==> config.mk <==
export PLATFORM = sky130hd
export DESIGN_NAME = iomem_decoder
export DESIGN_NICKNAME = d
export VERILOG_FILES = /design/src/design/mem_sys_pkg.sv /design/src/design/iomem_decoder.sv
export SDC_FILE = /design/constraint.sdc
export NUM_CORES = 1
export LEC_CHECK = 0
export BUFFER_PORTS_ARGS = -buffer_cell sky130_fd_sc_hd__buf_4
export CAP_MARGIN = 20
export CORE_AREA = 4 4 109 111
export DETAILED_ROUTE_END_ITERATION = 7
export DIE_AREA = 0 0 113 115
export MAX_ROUTING_LAYER = met4
export PLACE_DENSITY = 0.63
export SYNTH_ARGS = -nofsm -noshare
export SYNTH_HDL_FRONTEND = slang
export SYNTH_SLANG_ARGS = --single-unit
==> constraint.sdc <==
create_clock -name clk_i -period 1.5 [get_ports clk_i]
set_input_delay 0.225 -clock clk_i [delete_from_list [all_inputs] [get_ports clk_i]]
set_output_delay 0.225 -clock clk_i [all_outputs]
set_load 0.01 [all_outputs]
==> src/design/mem_sys_pkg.sv <==
`default_nettype none

package mem_sys_pkg;

  ////////////////////////////////////////////////////////////
  // Address map
  ////////////////////////////////////////////////////////////

  // Main RAM window, offset bits alias inside the banks
  localparam logic [31:0] RAM_BASE_ADDR = 32'h4000_0000;
  localparam logic [31:0] RAM_MASK_ADDR = 32'h000F_FFFF;

  // Cycle timer halves
  localparam logic [31:0] TIMER_LO_ADDR = 32'h3000_0000;
  localparam logic [31:0] TIMER_HI_ADDR = 32'h3000_0004;

  ////////////////////////////////////////////////////////////
  // Types
  ////////////////////////////////////////////////////////////

  typedef enum logic [1:0] {
    REGION_NONE     = 2'd0,
    REGION_RAM      = 2'd1,
    REGION_TIMER_LO = 2'd2,
    REGION_TIMER_HI = 2'd3
  } region_t;

  typedef enum logic [1:0] {
    BANK_IDLE = 2'd0,
    BANK_WAIT = 2'd1,
    BANK_DONE = 2'd2
  } bank_state_t;

  // Processor side request, zero wstrb means read
  typedef struct packed {
    logic        valid;
    logic [3:0]  wstrb;
    logic [31:0] addr;
    logic [31:0] wdata;
  } iomem_req_t;

  // Per bank request, valid is a single cycle pulse
  typedef struct packed {
    logic        valid;
    logic [3:0]  wstrb;
    logic [15:0] index;
    logic [31:0] wdata;
  } bank_req_t;

  // Per bank response, rdata is zero unless ready
  typedef struct packed {
    logic        ready;
    logic [31:0] rdata;
  } bank_rsp_t;

endpackage

`default_nettype wire
==> src/design/iomem_decoder.sv <==
`default_nettype none

module iomem_decoder
  import mem_sys_pkg::*;
#(
  parameter int NUM_BANKS  = 4,
  parameter int BANK_DEPTH = 256
) (
  input  logic       clk_i,
  input  logic       rst_n,
  input  iomem_req_t iomem_req_i,
  input  logic       access_done_i,
  output bank_req_t  bank_req_o [NUM_BANKS],
  output region_t    region_o
);

  // Bank select width is at least one bit
  localparam int SEL_W = (NUM_BANKS > 1) ? $clog2(NUM_BANKS) : 1;

  logic [29:0]          word_num;
  logic [SEL_W-1:0]     bank_sel;
  logic [15:0]          bank_index;
  logic                 ram_hit;
  logic                 issued_q;
  logic                 new_ram_req;
  logic [NUM_BANKS-1:0] bank_valid;

  ////////////////////////////////////////////////////////////
  // Region and word split
  ////////////////////////////////////////////////////////////

  assign ram_hit = (iomem_req_i.addr & ~RAM_MASK_ADDR) == RAM_BASE_ADDR;

  always_comb begin
    if (ram_hit) begin
      region_o = REGION_RAM;
    end else if (iomem_req_i.addr == TIMER_LO_ADDR) begin
      region_o = REGION_TIMER_LO;
    end else if (iomem_req_i.addr == TIMER_HI_ADDR) begin
      region_o = REGION_TIMER_HI;
    end else begin
      region_o = REGION_NONE;
    end
  end

  // Low word bits pick the bank and the next bits the row
  assign word_num   = iomem_req_i.addr[31:2];
  assign bank_sel   = SEL_W'(word_num % NUM_BANKS);
  assign bank_index = 16'((word_num / NUM_BANKS) % BANK_DEPTH);

  ////////////////////////////////////////////////////////////
  // Issue tracking
  ////////////////////////////////////////////////////////////

  // Set once a held request has been sampled
  // Cleared in the completing cycle so the next request is fresh
  always_ff @(posedge clk_i) begin
    if (!rst_n) begin
      issued_q <= 1'b0;
    end else begin
      issued_q <= iomem_req_i.valid && !access_done_i;
    end
  end

  assign new_ram_req = iomem_req_i.valid && ram_hit && !issued_q;

  // Only the owning bank sees valid
  always_comb begin
    for (int b = 0; b < NUM_BANKS; b++) begin
      bank_valid[b]          = new_ram_req && (bank_sel == SEL_W'(b));
      bank_req_o[b].valid    = bank_valid[b];
      bank_req_o[b].wstrb    = iomem_req_i.wstrb;
      bank_req_o[b].index    = bank_index;
      bank_req_o[b].wdata    = iomem_req_i.wdata;
    end
  end

  // A held request never pulses a bank twice
  assert property (@(posedge clk_i) disable iff (!rst_n) |bank_valid |=> !(|bank_valid));

endmodule

`default_nettype wire

==> impl_results.html <==
<table>
<tr><th>Metric</th><th>Value</th></tr>
<tr><th colspan="2">Global route</th></tr>
<tr><td>Maximum number of pins on one net before global-route repair</td><td>6</td></tr>
<tr><td>Via count of the first global-routing pass</td><td>just over 700</td></tr>
<tr><td>GRT overflow</td><td>0</td></tr>
<tr><td>Number of antenna violations at the first check in global routing</td><td>0</td></tr>
<tr><td>First-pass GRT wire length</td><td>4.07 mm</td></tr>
<tr><td>GRT Resource Usage Total</td><td>under 10%</td></tr>
<tr><th colspan="2">Power</th></tr>
<tr><td>Part of the power in the clock network</td><td>0%</td></tr>
<tr><td>Switching power</td><td>around 130 µW</td></tr>
<tr><td>Comb power frac</td><td>90.2%</td></tr>
<tr><td>Total Power Consumption</td><td>about 290 µW</td></tr>
<tr><td>Internal power summed over all cells</td><td>159 µW</td></tr>
<tr><td>Sequential group share of total power</td><td>a little under 10%</td></tr>
<tr><td>Total power divided by cell area</td><td>~250 nW/µm²</td></tr>
<tr><td>Max IR drop VDD</td><td>between 0.1 and 0.15 mV</td></tr>
<tr><td>Leak pwr</td><td>0.000561 µW</td></tr>
<tr><td>Net Sw Frac</td><td>a little under half</td></tr>
<tr><th colspan="2">Placed design</th></tr>
<tr><td>Placed Area</td><td>1070 µm²</td></tr>
<tr><td>Gpl congestion</td><td>approximately 0.88</td></tr>
<tr><td>Count of buffers from port buffering</td><td>73</td></tr>
<tr><td>Number of placed instances, taps included</td><td>275</td></tr>
<tr><td>DP Wirelength</td><td>around 2.8 mm</td></tr>
<tr><th colspan="2">Run status</th></tr>
<tr><td>Violations in the final reports</td><td>setup timing</td></tr>
<tr><td>Status</td><td>complete, but fails checks</td></tr>
<tr><th colspan="2">STA</th></tr>
<tr><td>Setup ws final</td><td>-297 ps</td></tr>
<tr><td>RSZ-0062 raised after global routing</td><td>yes</td></tr>
<tr><td>Period Utilization, post-route</td><td>120%</td></tr>
<tr><td>Final Hold Vio Count</td><td>0</td></tr>
<tr><td>Maximum clock frequency</td><td>557 MHz</td></tr>
<tr><td>Setup-violating endpoint count in the final report</td><td>6</td></tr>
<tr><td>Max-slew violation count</td><td>0</td></tr>
<tr><td>Post-route minimum period</td><td>about 1800 ps</td></tr>
<tr><th colspan="2">Detailed routing</th></tr>
<tr><td>Top Layer Used</td><td>met4</td></tr>
<tr><td># DRC</td><td>0</td></tr>
<tr><td>Post-detailed-route wirelength per cell</td><td>between 10 and 15 µm</td></tr>
<tr><td>Number of vias per cell</td><td>between 2 and 3</td></tr>
<tr><td>Routed via count</td><td>750</td></tr>
<tr><td>Initial DRC count</td><td>24</td></tr>
<tr><td>Routed metal-1 wire length</td><td>between 500 and 600 µm</td></tr>
<tr><td>Met3 wire len</td><td>between 800 and 900 µm</td></tr>
<tr><td>Routed wl met2</td><td>around 1.6 mm</td></tr>
<tr><td>Remaining number of nets flagged by the antenna check after routing</td><td>0</td></tr>
<tr><td>Post-detailed-routing wire length</td><td>3.25 mm</td></tr>
<tr><td>Number of detailed-routing iterations run before antenna repair</td><td>3</td></tr>
<tr><th colspan="2">Worst setup path</th></tr>
<tr><td>Arrival time of data at the critical path endpoint</td><td>roughly 1600 ps</td></tr>
<tr><td>Start-to-end type of the worst setup path</td><td>in -&gt; out</td></tr>
<tr><td>Biggest fanout along the worst timing path</td><td>4</td></tr>
<tr><td>CP Data Required Time</td><td>1270 ps</td></tr>
<tr><td>Critical path capture point type</td><td>output pin</td></tr>
<tr><td>CP startpoint kind</td><td>input pin</td></tr>
<tr><th colspan="2">Layout</th></tr>
<tr><td>Fraction of final layout cells with drive strength greater than 1</td><td>68.4%</td></tr>
<tr><td>Signed area change from the synthesized netlist to the final layout</td><td>-32.9%</td></tr>
<tr><td>Final instance area</td><td>around 1200 µm²</td></tr>
<tr><td>Largest Register</td><td>issued_q</td></tr>
<tr><td>Largest register FFs</td><td>1</td></tr>
<tr><td>Final net count</td><td>210</td></tr>
<tr><td>Most common library cell in the layout ignoring fill and taps</td><td>sky130_fd_sc_hd__buf_4</td></tr>
<tr><td>Final Instance Count excl. Fillers</td><td>276</td></tr>
<tr><td>Top flop regs</td><td>issued_q (1)</td></tr>
<tr><td>Inserted Diodes</td><td>0</td></tr>
<tr><td>Leading cell types in the layout, fill and taps excluded</td><td>74 x sky130_fd_sc_hd__buf_4, 32 x sky130_fd_sc_hd__conb_1, 5 x sky130_fd_sc_hd__nor3_2, 5 x sky130_fd_sc_hd__buf_6</td></tr>
<tr><td>FILL cells</td><td>around 1.2k</td></tr>
<tr><th colspan="2">Synth</th></tr>
<tr><td>Sequential-to-total area share from yosys stat</td><td>1.15%</td></tr>
<tr><td>Gate count of the mapped netlist</td><td>234</td></tr>
<tr><td>Mean cell area of the mapped netlist</td><td>about 7.4 µm²</td></tr>
<tr><td>Yosys Warn Count</td><td>0</td></tr>
<tr><td>Share of the synthesized netlist area taken by xor and xnor gates</td><td>0%</td></tr>
<tr><td>Largest family of logic cells by synthesized area</td><td>buffers and inverters</td></tr>
<tr><td>Cell variety after synth</td><td>16</td></tr>
<tr><td>Post-synthesis compound-gate area fraction</td><td>less than 1%</td></tr>
<tr><td>Arithmetic-cell share of the synthesized area counting full adders, half adders and majority gates</td><td>0%</td></tr>
<tr><td>Simple-gate share of the synthesized area</td><td>under 10%</td></tr>
<tr><td>Portion of netlist area occupied by mux cells</td><td>0%</td></tr>
<tr><td>Post-synthesis register bit count</td><td>1</td></tr>
<tr><td>Cell area after technology mapping</td><td>approximately 1700 µm²</td></tr>
<tr><th colspan="2">Run</th></tr>
<tr><td>MaxCap Viol Count</td><td>0</td></tr>
<tr><th colspan="2">Clock network</th></tr>
<tr><td>Post-cts hold buffer count</td><td>0</td></tr>
<tr><th colspan="2">Worst hold path</th></tr>
<tr><td>Worst min-delay path category</td><td>in -&gt; out</td></tr>
<tr><td>Hold path startpoint</td><td>iomem_req_i[29]</td></tr>
<tr><td>Worst hold stages</td><td>0</td></tr>
<tr><td>WHS Endpoint</td><td>bank_req_o[135]</td></tr>
<tr><th colspan="2">Floorplan</th></tr>
<tr><td>Die width</td><td>about 110 µm</td></tr>
<tr><td>Standard cell core area</td><td>10800 µm²</td></tr>
<tr><td>Initial core utilization</td><td>approximately 16%</td></tr>
<tr><td>Number of top-level pins</td><td>about 290</td></tr>
<tr><td>Height of the chip</td><td>roughly 120 µm</td></tr>
<tr><td>DIE AREA</td><td>about 13000 µm²</td></tr>
<tr><td>Total number of placement rows</td><td>38</td></tr>
</table>
worst max-delay path, stage by stage:
cell and delay [ps]:
sky130_fd_sc_hd__buf_6 100, sky130_fd_sc_hd__nor4_4 280, sky130_fd_sc_hd__nand3_2 120, sky130_fd_sc_hd__or4b_4 570, sky130_fd_sc_hd__nor3_2 130, sky130_fd_sc_hd__buf_4 140
Yosys cell counts, drive strengths merged:
| cell type | count | share of area (%) |
|---|---|---|
| nor4b | 2 | 1.0 |
| nor2 | 3 | 0.65 |
| and4 | 1 | 0.51 |
| or4b | 1 | 0.79 |
| dfxtp | 1 | 1.2 |
| a21oi | 1 | 0.29 |
| nor3 | 5 | 1.4 |
| buf | 208 | 90 |
| nand4 | 1 | 0.36 |
| nand3 | 1 | 0.29 |
| and3b | 1 | 0.51 |
| nand2 | 1 | 0.22 |
| inv | 2 | 0.43 |
| conb | 1 | 0.22 |
| nor4 | 4 | 1.4 |
| and4b | 1 | 0.65 |
per-stage QoR:
step                      setup WS, ps  hold slack [ps]  utilization (%)  TNS (ps)
after floorplan                  -81.5              381                -      -326
after global placement            -308              450             9.91     -1470
after detailed placement          -361              450             9.91     -1640
after CTS                         -285              450             10.7     -1180
after global routing              -371              450             10.8     -1750
final                             -297              450             10.8     -1290
kinds of logic after synthesis:
logic type / count (synthesis)
DFF: 1
AOI/OAI and AO/OA: 1
buffers and inverters: 210
other: 1
and+or+nand+nor: 21
metal layers:
metal / vias up / track usage, %
met1: 300 / 2.11
met4: 0 / 3.69
met2: 113 / 7.46
met3: 45 / 2.84
li1: 292 / -
met5: - / -
cell type report:
class / instances / area [µm²] / area share [%]
flip-flops and latches: 1 / 20.0 / 1.72
repair buffers: 79 / 612 / 52.6
multi-input cells: 54 / 349 / 30.0
inverters: 2 / 7.51 / 0.645
well taps: 140 / 175 / 15.1
worst max-delay path by stage:
stage	cells after the start	slack, ps	from	to
4_1_cts	6	-280	iomem_req_i[56]	bank_req_o[158]
3_3_place_gp	6	-310	iomem_req_i[53]	bank_req_o[211]
5_1_grt	6	-370	iomem_req_i[56]	bank_req_o[158]
6_report	6	-300	iomem_req_i[56]	bank_req_o[211]
3_5_place_dp	6	-360	iomem_req_i[56]	bank_req_o[158]
2_1_floorplan	4	-80	iomem_req_i[56]	bank_req_o[105]
repair_timing:
item,CTS,global route
setup buffers,1,1
endpoints found under the setup margin,6,6
gates cloned,0,0
resized for setup,15,1
pin swaps,5,2
power groups by stage:
stage	logic, µW	registers [µW]	clock network, µW
CTS	261	28.5	0
detailed placement	241	28.5	0
global placement	241	28.5	0
floorplan	591	28.4	0
global route	279	28.7	0
finish	261	28.5	0
(Power assumes the default switching activity.)
