<file path="config.mk">
export PLATFORM = sky130hd
export DESIGN_NAME = iomem_response_merger
export DESIGN_NICKNAME = d
export VERILOG_FILES = /design/src/design/mem_sys_pkg.sv /design/src/design/iomem_response_merger.sv
export SDC_FILE = /design/constraint.sdc
export NUM_CORES = 1
export LEC_CHECK = 0
export BUFFER_PORTS_ARGS = -buffer_cell sky130_fd_sc_hd__buf_4
export CORE_MARGIN = 2
export CORE_UTILIZATION = 44
export DETAILED_ROUTE_END_ITERATION = 8
export PLACE_DENSITY = 0.81
export SLEW_MARGIN = 0
export SYNTH_ARGS = -nofsm -noshare
export SYNTH_HDL_FRONTEND = slang
export SYNTH_SLANG_ARGS = --single-unit
</file>
<file path="constraint.sdc">
create_clock -name clk_i -period 2.9 [get_ports clk_i]
set_clock_uncertainty 0.15 [all_clocks]
set_input_delay 0.435 -clock clk_i [delete_from_list [all_inputs] [get_ports clk_i]]
set_output_delay 0.435 -clock clk_i [all_outputs]
set_load 0.05 [all_outputs]
</file>
<file path="src/design/mem_sys_pkg.sv">
`default_nettype none

package mem_sys_pkg;

  ////////////////////////////////////////////////////////////
  // Address map
  ////////////////////////////////////////////////////////////

  // Main RAM window, offset bits alias inside the banks
  localparam logic [31:0] RAM_BASE_ADDR = 32'h4000_0000;
  localparam logic [31:0] RAM_MASK_ADDR = 32'h000F_FFFF;

  // Cycle timer halves
  localparam logic [31:0] TIMER_LO_ADDR = 32'h3000_0000;
  localparam logic [31:0] TIMER_HI_ADDR = 32'h3000_0004;

  ////////////////////////////////////////////////////////////
  // Types
  ////////////////////////////////////////////////////////////

  typedef enum logic [1:0] {
    REGION_NONE     = 2'd0,
    REGION_RAM      = 2'd1,
    REGION_TIMER_LO = 2'd2,
    REGION_TIMER_HI = 2'd3
  } region_t;

  typedef enum logic [1:0] {
    BANK_IDLE = 2'd0,
    BANK_WAIT = 2'd1,
    BANK_DONE = 2'd2
  } bank_state_t;

  // Processor side request, zero wstrb means read
  typedef struct packed {
    logic        valid;
    logic [3:0]  wstrb;
    logic [31:0] addr;
    logic [31:0] wdata;
  } iomem_req_t;

  // Per bank request, valid is a single cycle pulse
  typedef struct packed {
    logic        valid;
    logic [3:0]  wstrb;
    logic [15:0] index;
    logic [31:0] wdata;
  } bank_req_t;

  // Per bank response, rdata is zero unless ready
  typedef struct packed {
    logic        ready;
    logic [31:0] rdata;
  } bank_rsp_t;

endpackage

`default_nettype wire
</file>
<file path="src/design/iomem_response_merger.sv">
`default_nettype none

module iomem_response_merger
  import mem_sys_pkg::*;
#(
  parameter int NUM_BANKS = 4
) (
  input  logic        clk_i,
  input  logic        rst_n,
  input  iomem_req_t  iomem_req_i,
  input  region_t     region_i,
  input  bank_rsp_t   bank_rsp_i [NUM_BANKS],
  output logic        iomem_ready_o,
  output logic [31:0] iomem_rdata_o
);

  logic [63:0]          timer_q;
  logic [NUM_BANKS-1:0] bank_ready;
  logic [31:0]          bank_rdata;
  logic                 timer_hit;
  logic [31:0]          timer_word;
  logic                 unmapped_q;

  ////////////////////////////////////////////////////////////
  // Bank responses
  ////////////////////////////////////////////////////////////

  // Idle banks drive zero data, so a plain OR is enough
  always_comb begin
    bank_rdata = 32'h0;
    for (int b = 0; b < NUM_BANKS; b++) begin
      bank_ready[b] = bank_rsp_i[b].ready;
      bank_rdata    = bank_rdata | bank_rsp_i[b].rdata;
    end
  end

  ////////////////////////////////////////////////////////////
  // Cycle timer
  ////////////////////////////////////////////////////////////

  // Free running, zero in the first cycle out of reset
  always_ff @(posedge clk_i) begin
    if (!rst_n) begin
      timer_q <= 64'h0;
    end else begin
      timer_q <= timer_q + 64'h1;
    end
  end

  assign timer_hit  = iomem_req_i.valid &&
                      ((region_i == REGION_TIMER_LO) || (region_i == REGION_TIMER_HI));
  assign timer_word = (region_i == REGION_TIMER_HI) ? timer_q[63:32] : timer_q[31:0];

  // Unmapped access, ready one cycle after first sample
  always_ff @(posedge clk_i) begin
    if (!rst_n) begin
      unmapped_q <= 1'b0;
    end else begin
      unmapped_q <= iomem_req_i.valid && (region_i == REGION_NONE) && !unmapped_q;
    end
  end

  ////////////////////////////////////////////////////////////
  // Port outputs
  ////////////////////////////////////////////////////////////

  assign iomem_ready_o = (|bank_ready) || timer_hit || unmapped_q;
  // Unmapped reads fall through to the zero bank data
  assign iomem_rdata_o = timer_hit ? timer_word : bank_rdata;

  // Only one responder may finish an access
  assert property (@(posedge clk_i) disable iff (!rst_n)
    $onehot0({bank_ready, timer_hit, unmapped_q}));

endmodule

`default_nettype wire

</file>
==> impl_metrics.yaml, run 1 <==
pwr:
  total_leakage_power_nw: 2.17
  cellInternalPower_w: 0.00155
  power_density_nw_per_um2: 383
  switching_share: 0.270
  clock_power_share: 0.381
  ir_worst_vdd_mv: 0.249
  comb_power_share: 0.193
  switching_power_w: 0.000573
  fin_total_pwr_w: 0.00212
  power_frac_seq: 0.426
setup_path:
  timing.critical_path.required_ps: 3030
  worstSetupStartpointType: "flop"
  critical_path.slowest_cell: "sky130_fd_sc_hd__or4_1"
  max_stage_delay_ps: 630
  critical_path.cell_chain: "nand4_1 -> nor3_2 -> nand3_1 -> or4_1 -> a21oi_1"
  timing.critical_path.from: "timer_q[16]"
  worst_setup_path_end_kind: "flop"
  cpLargestDelayFamily: "simple AND/OR/NAND/NOR gates"
  critPathArrivalTime_ps: 2750
  reg2regPathDepth: 5
  sum_of_buffers_and_inverters_on_the_critical_path: 0
  timing.critical_path.depth: 5
  timing.reg2reg.setup_slack_ps: 280
  timing.rr.start: "timer_q[16]"
  critPathCapture: "timer_q[59]"
  critical_path.reg2reg.endpoint: "timer_q[59]"
  cp_max_fo: 11
  crit_type: "reg -> reg"
global_routing:
  number_of_antenna_violations_at_the_first_check_in_global_routing: 0
  track_usage: 0.264
  grt_first_pass_wirelength_um: 21100
  congestion_overflow_gr: 0
  grt_start_max_net_pins: 33
  grt_pass1_vias: 4463
die:
  core_region_area_um2: 8720
  die_w_um: 98.9
  fp.dieH_um: 98.9
  die_outline_area_um2: 9770
  rows: 34
  ioPinCount: 238
  start_util: 0.454
timing:
  rsz0062_at_grt: "no"
  slew_at_the_pin_with_the_worst_max_slew_slack_ps: 602
  max_slew_margin: 0.598
  clock_period_minus_final_worst_setup_slack_ps: 2620
  timing.final.setup_violations: 0
  final.period_utilization: 0.904
  worst_hold_slack_ps: 205
  timing_max_transition_violations_final: 0
  max_freq_mhz: 381
  final_tns_setup_ps: 0
  worst_setup_slack_final_ps: 278
  finalHoldViolCount: 0
place:
  place_congestion: 0.858
  io_buffer_count: 169
  post-dp-hpwl_um: 9930
  detailedPlace.worstSlack_ps: 351
synth:
  syn_warnings: 0
  ys_types: 34
  ys_ff_latch: 65
  synth_seq_area_share: 0.329
  post_syn_nets: 715
  mapped_area_um2: 3960
  synthesis.instances: 509
  post_synth.cell_area_avg_um2: 7.78
clock_tree:
  tritoncts.num_buffers: 9
  cts-htree-levels: 3
  postCtsResizedCells: 0
  clock-sinks: 65
  worst_setup_hold_path_clk_slew_ps: 70
  tritoncts: "built"
  cts_root_buffer: "sky130_fd_sc_hd__clkbuf_8"
  worstSkewPairLatency_ps: 360
  ctsHoldBuffers: 0
  post-cts-setup-buffer-count: 0
  cts-root-to-sink-buffers: 2
cells_and_area:
  drive_above_1_share: 0.311
  multiInputGateArea_um2: 2480
  final.fill_count: 757
  layout_stage_area_growth_over_the_synthesis_result_pct: 39.6
  design.final.nets: 876
  n_antenna_cell: 0
  seq_area_um2: 1300
routing:
  ant_nets: 0
  drt-total-wl_um: 13200
  drt_iter0_drc: 265
  drt-pass1-iter-count: 6
  avgRoutedWirePerCell_um: 16.8
  route.vias.total: 4731
  remaining_drc_errors: 0
  routed_via_density: 6.04
worst_hold_path:
  min-delay-path-class: "in -> reg"
outcome:
  result_of_the_run: "finished clean"
run:
  timing.max_cap.violations: 0
[layout by cell type (no fill, tap or decap), drive strengths merged]
cell      n
a211oi   32
a21oi    66
and2      5
and3     30
and4      4
buf     183
bufinv    1
clkbuf   14
clkinv    1
dfxtp    65
ha        1
inv       8
nand2    26
nand2b    1
nand3    27
nand4    26
nor2     45
nor3      4
nor4     36
nor4b     1
o21ai    15
o31ai    19
or3      18
or4      19
xnor2    11
xor2     17
[power by group through the flow]
stage / Combinational [W] / Sequential [W] / Clock, W
floorplan: 0.000190 / 0.000922 / 0
global placement: 0.000402 / 0.000923 / 0
detailed placement: 0.000409 / 0.000923 / 0
CTS: 0.000409 / 0.000903 / 0.000811
global route: 0.000433 / 0.000903 / 0.000844
finish: 0.000409 / 0.000903 / 0.000808
[layout make-up]
type | count | area share
Timing Repair Buffer | 183 | 0.249
Multi-Input combinational cell | 403 | 0.449
Tap cell | 108 | 0.0244
Sequential cell | 65 | 0.235
Clock buffer | 14 | 0.0312
Clock inverter | 2 | 0.00634
Inverter | 8 | 0.00543
[worst min-delay path by stage]
stage               start     endpoint  cells past startpoint  slack [ps]
2_1_floorplan  unmapped_q   unmapped_q                      1         250
3_3_place_gp   unmapped_q   unmapped_q                      1         260
3_5_place_dp   unmapped_q   unmapped_q                      1         260
4_1_cts             rst_n   timer_q[1]                      2         190
5_1_grt             rst_n  timer_q[28]                      2         200
6_report            rst_n  timer_q[28]                      2         200
[flip-flops by register name, indices dropped and copies added (netlist names)]
register,cells
timer_q,64
unmapped_q,1
[kinds of logic after synthesis]
| kind of cell | count (synthesis) | synth area share |
|---|---|---|
| compound gates | 132 | 0.199 |
| xor+xnor | 28 | 0.0619 |
| buf+inv | 41 | 0.0455 |
| simple gates | 242 | 0.362 |
| fa+ha+maj | 1 | 0.00316 |
| flops | 65 | 0.329 |
[cells in the mapped netlist (all sizes together)]
library cell	count	area (um2)
a21oi	66	330
nor3	4	25.0
o21ai	15	75.1
nor4b	1	8.76
clkbuf	25	93.8
nor4	36	270
and3	30	188
nand3	27	148
dfxtp	65	1300
nor2	45	169
or3	18	113
xnor2	11	96.3
a211oi	32	240
and4	4	37.5
ha	1	12.5
xor2	17	149
buf	8	56.3
nand2b	1	6.26
and2	5	31.3
nand2	26	103
nand4	26	190
or4	19	143
o31ai	19	143
inv	8	30.0
[stage by stage]
stage / util / std cells / area, um2
floorplan: - / 509 / 3960
global placement: 0.610 / 767 / 5320
detailed placement: 0.610 / 767 / 5320
CTS: 0.634 / 783 / 5530
global route: 0.634 / 783 / 5530
finish: 0.634 / 783 / 5530
[layer usage]
layer | GRT usage | vias up | part of all wire
met5 | 0 | - | 0
li1 | - | 2268 | -
met3 | 0.0426 | 28 | 0.075
met2 | 0.420 | 217 | 0.48
met4 | 0.110 | 0 | 0.022
met1 | 0.356 | 2218 | 0.42
[worst register-to-register path, cell delays in order (launching register included)]
cell and delay [ps]:
sky130_fd_sc_hd__dfxtp_1 420, sky130_fd_sc_hd__nand4_1 190, sky130_fd_sc_hd__nor3_2 550, sky130_fd_sc_hd__nand3_1 470, sky130_fd_sc_hd__or4_1 630, sky130_fd_sc_hd__a21oi_1 150
(Power assumes the default switching activity.)
==> inputs of run 2 (changes only) <==
--- a/config.mk
+++ b/config.mk
@@ -5,11 +5,12 @@
 export SDC_FILE = /design/constraint.sdc
 export NUM_CORES = 1
 export LEC_CHECK = 0
+export ABC_AREA = 1
 export BUFFER_PORTS_ARGS = -buffer_cell sky130_fd_sc_hd__buf_4
 export CORE_MARGIN = 2
-export CORE_UTILIZATION = 44
+export CORE_UTILIZATION = 47
 export DETAILED_ROUTE_END_ITERATION = 8
-export PLACE_DENSITY = 0.81
+export PLACE_DENSITY = 0.82
 export SLEW_MARGIN = 0
 export SYNTH_ARGS = -nofsm -noshare
 export SYNTH_HDL_FRONTEND = slang
==> run 2 against run 1 <==
Utilization grew 1.4 points. Fmax grew 28%. Combinational power grew 5%. Critical path depth grew 5. First-iteration DRC count grew 87%. Area after synthesis grew 20%. Routed wire length grew 18%. Sequential share of layout area shrank 3.0 points. Clock power shrank 8.3%. Highest routed layer unchanged.
==> impl_metrics.yaml, run 2 <==
outcome:
  result_of_the_run: "finished clean"
synth:
  synth_seq_area_share: 0.275
  post_syn_nets: 1023
  yosys-top-cells-count: "239 x sky130_fd_sc_hd__nand2_1, 158 x sky130_fd_sc_hd__nor2_1, 93 x sky130_fd_sc_hd__inv_1, 82 x sky130_fd_sc_hd__o21ai_0, 65 x sky130_fd_sc_hd__dfxtp_1"
  area_contributors_post_synth: "sky130_fd_sc_hd__dfxtp_1 27%, sky130_fd_sc_hd__nand2_1 19%, sky130_fd_sc_hd__nor2_1 13%"
  synthesis.instances: 817
  post_synth.cell_area_avg_um2: 5.80
  synth_top_area_share: 0.275
  most_common_cell_in_the_netlist: "sky130_fd_sc_hd__nand2_1"
  ys_types: 29
  ys_ff_latch: 65
  postSynth.asyncResetShare: 0
  mapped_area_um2: 4730
  syn_warnings: 0
  number_of_enable_type_register_cells_in_the_synthesized_netlist: 0
  synth_area_leader_cell: "sky130_fd_sc_hd__dfxtp_1"
  dominantRegCellSynth: "sky130_fd_sc_hd__dfxtp_1"
setup_path:
  timing.critical_path.from: "timer_q[1]"
  critPathCapture: "timer_q[54]"
  reg2regPathDepth: 10
  critical_path.slowest_cell: "sky130_fd_sc_hd__dfxtp_1"
  critPathArrivalTime_ps: 2150
  max_stage_delay_ps: 390
  critical_path.cell_chain: "ha_1 -> nand2_2 -> nor2_4 -> nand2_1 -> nor2_2 -> nand2_1 -> nor2_1 -> nand2_1 -> nand2_1 -> nor2_1"
  timing.reg2reg.setup_slack_ps: 850
  cp_max_fo: 4
  timing.critical_path.required_ps: 3000
  worst_setup_path_end_kind: "flop"
  worstSetupStartpointType: "flop"
  cp_common_cell: "sky130_fd_sc_hd__nand2_1"
  crit_type: "reg -> reg"
  timing.rr.start: "timer_q[1]"
  critical_path.reg2reg.endpoint: "timer_q[54]"
clock_tree:
  worstSkewPairLatency_ps: 350
  tritoncts.num_buffers: 9
  cts-htree-levels: 3
  worst_setup_hold_path_clk_slew_ps: 80
  clock-sinks: 65
  cts_root_buffer: "sky130_fd_sc_hd__clkbuf_8"
  tritoncts: "built"
  post-cts-setup-buffer-count: 0
  ctsHoldBuffers: 0
  cts-root-to-sink-buffers: 2
  postCtsResizedCells: 0
global_routing:
  grt_first_pass_wirelength_um: 24300
  number_of_antenna_violations_at_the_first_check_in_global_routing: 0
  busiest_layer: "met2"
  congestion_overflow_gr: 0
  track_usage: 0.277
  grt_start_max_net_pins: 66
  met1_routing_resource_usage_after_global_routing: 0.365
  grt_pass1_vias: 5018
  grtUsageMet2: 0.457
  grt_use_met3: 0.0589
timing:
  final_tns_setup_ps: 0
  rsz0062_at_grt: "no"
  clock_period_minus_final_worst_setup_slack_ps: 2050
  final.period_utilization: 0.706
  timing.final.setup_violations: 0
  finalHoldViolCount: 0
  max_slew_margin: 0.671
  timing_max_transition_violations_final: 0
  max_freq_mhz: 488
  slew_at_the_pin_with_the_worst_max_slew_slack_ps: 494
cells_and_area:
  final.fill_count: 972
  largest_register_ff_count: 64
  stdcell_area_um2: 6330
  drive_above_1_share: 0.217
  design.final.nets: 1188
  n_antenna_cell: 0
  max_flop_register: "timer_q"
  post_layout_utilization_of_the_core: 0.648
  stdcell_count: 1119
  commonest_non_fill_non_tap_cell_in_the_layout: "sky130_fd_sc_hd__nand2_1"
  most-common-layout-cells: "237 x sky130_fd_sc_hd__nand2_1, 171 x sky130_fd_sc_hd__buf_4, 158 x sky130_fd_sc_hd__nor2_1"
  layout_stage_area_growth_over_the_synthesis_result_pct: 33.8
  top_regs: "timer_q x64, unmapped_q x1"
die:
  start_util: 0.484
  die_w_um: 104
  fp.dieH_um: 104
  core_region_area_um2: 9770
  die_outline_area_um2: 10900
  ioPinCount: 238
  rows: 36
pwr:
  fin_total_pwr_w: 0.00207
  power_density_nw_per_um2: 327
  total_leakage_power_nw: 2.78
  ir_worst_vdd_mv: 0.238
routing:
  remaining_drc_errors: 0
  avgRoutedWirePerCell_um: 13.8
  route.vias.total: 5766
  routed_via_density: 5.15
  drt-total-wl_um: 15500
  drt_iter0_drc: 495
  drt-pass1-iter-count: 5
  ant_nets: 0
place:
  io_buffer_count: 169
  post-dp-hpwl_um: 12300
  place.detailed.instances: 1104
  post_dp_cell_area_um2: 6160
  place_congestion: 0.993
worst_hold_path:
  min-delay-path-class: "in -> reg"
run:
  timing.max_cap.violations: 0
-- run 2: cell type report --
class                           count  area [um2]  area share
Clock buffer                       11         131      0.0207
Timing Repair Buffer              173        1320       0.209
Sequential cell                    65        1300       0.205
Clock inverter                      4        45.0     0.00711
Multi-Input combinational cell    639        3010       0.476
Tap cell                          133         166      0.0263
Inverter                           94         353      0.0557
-- run 2: routing by layer --
layer,share of wire,vias up
met2,0.46,225
met5,0,-
met4,0.018,0
met3,0.085,30
li1,-,2985
met1,0.44,2526
-- run 2: power by group --
part | internal [W] | leakage, nW | switching, W
logic | 0.000198 | 2.17 | 0.000230
registers | 0.000896 | 0.524 | 0.00000458
clock network | 0.000389 | 0.0929 | 0.000352
total | 0.00148 | 2.78 | 0.000587
-- run 2: logic make-up (layout without fill, tap and decap cells) --
logic type | Yosys count | in the layout | share of synthesized area
mux | 3 | 3 | 0.00634
xor+xnor | 1 | 1 | 0.00185
fa+ha+maj | 1 | 1 | 0.00264
flops | 65 | 65 | 0.275
simple gates | 470 | 470 | 0.422
buf+inv | 113 | 282 | 0.0896
compound gates | 164 | 164 | 0.203
-- run 2: stage by stage --
step | hold slack, ps | setup slack, ps
floorplan | 247 | 203
finish | 104 | 851
global placement | 294 | 890
detailed placement | 298 | 860
CTS | 102 | 858
global route | 92.3 | 711
-- run 2: critical path: cells and delay by family, from the launching register on --
family	cells	cell delay, ps
fa+ha+maj	1	240
simple gates	9	1160
flops	1	390
-- run 2: worst min path at each step --
| stage | start | to | slack (ps) | cells after the start |
|---|---|---|---|---|
| global placement | timer_q[0] | timer_q[0] | 290 | 1 |
| global route | region_i[0] | unmapped_q | 90 | 2 |
| detailed placement | timer_q[0] | timer_q[0] | 300 | 1 |
| floorplan | unmapped_q | unmapped_q | 250 | 1 |
| CTS | region_i[0] | unmapped_q | 100 | 2 |
| finish | region_i[0] | unmapped_q | 100 | 2 |
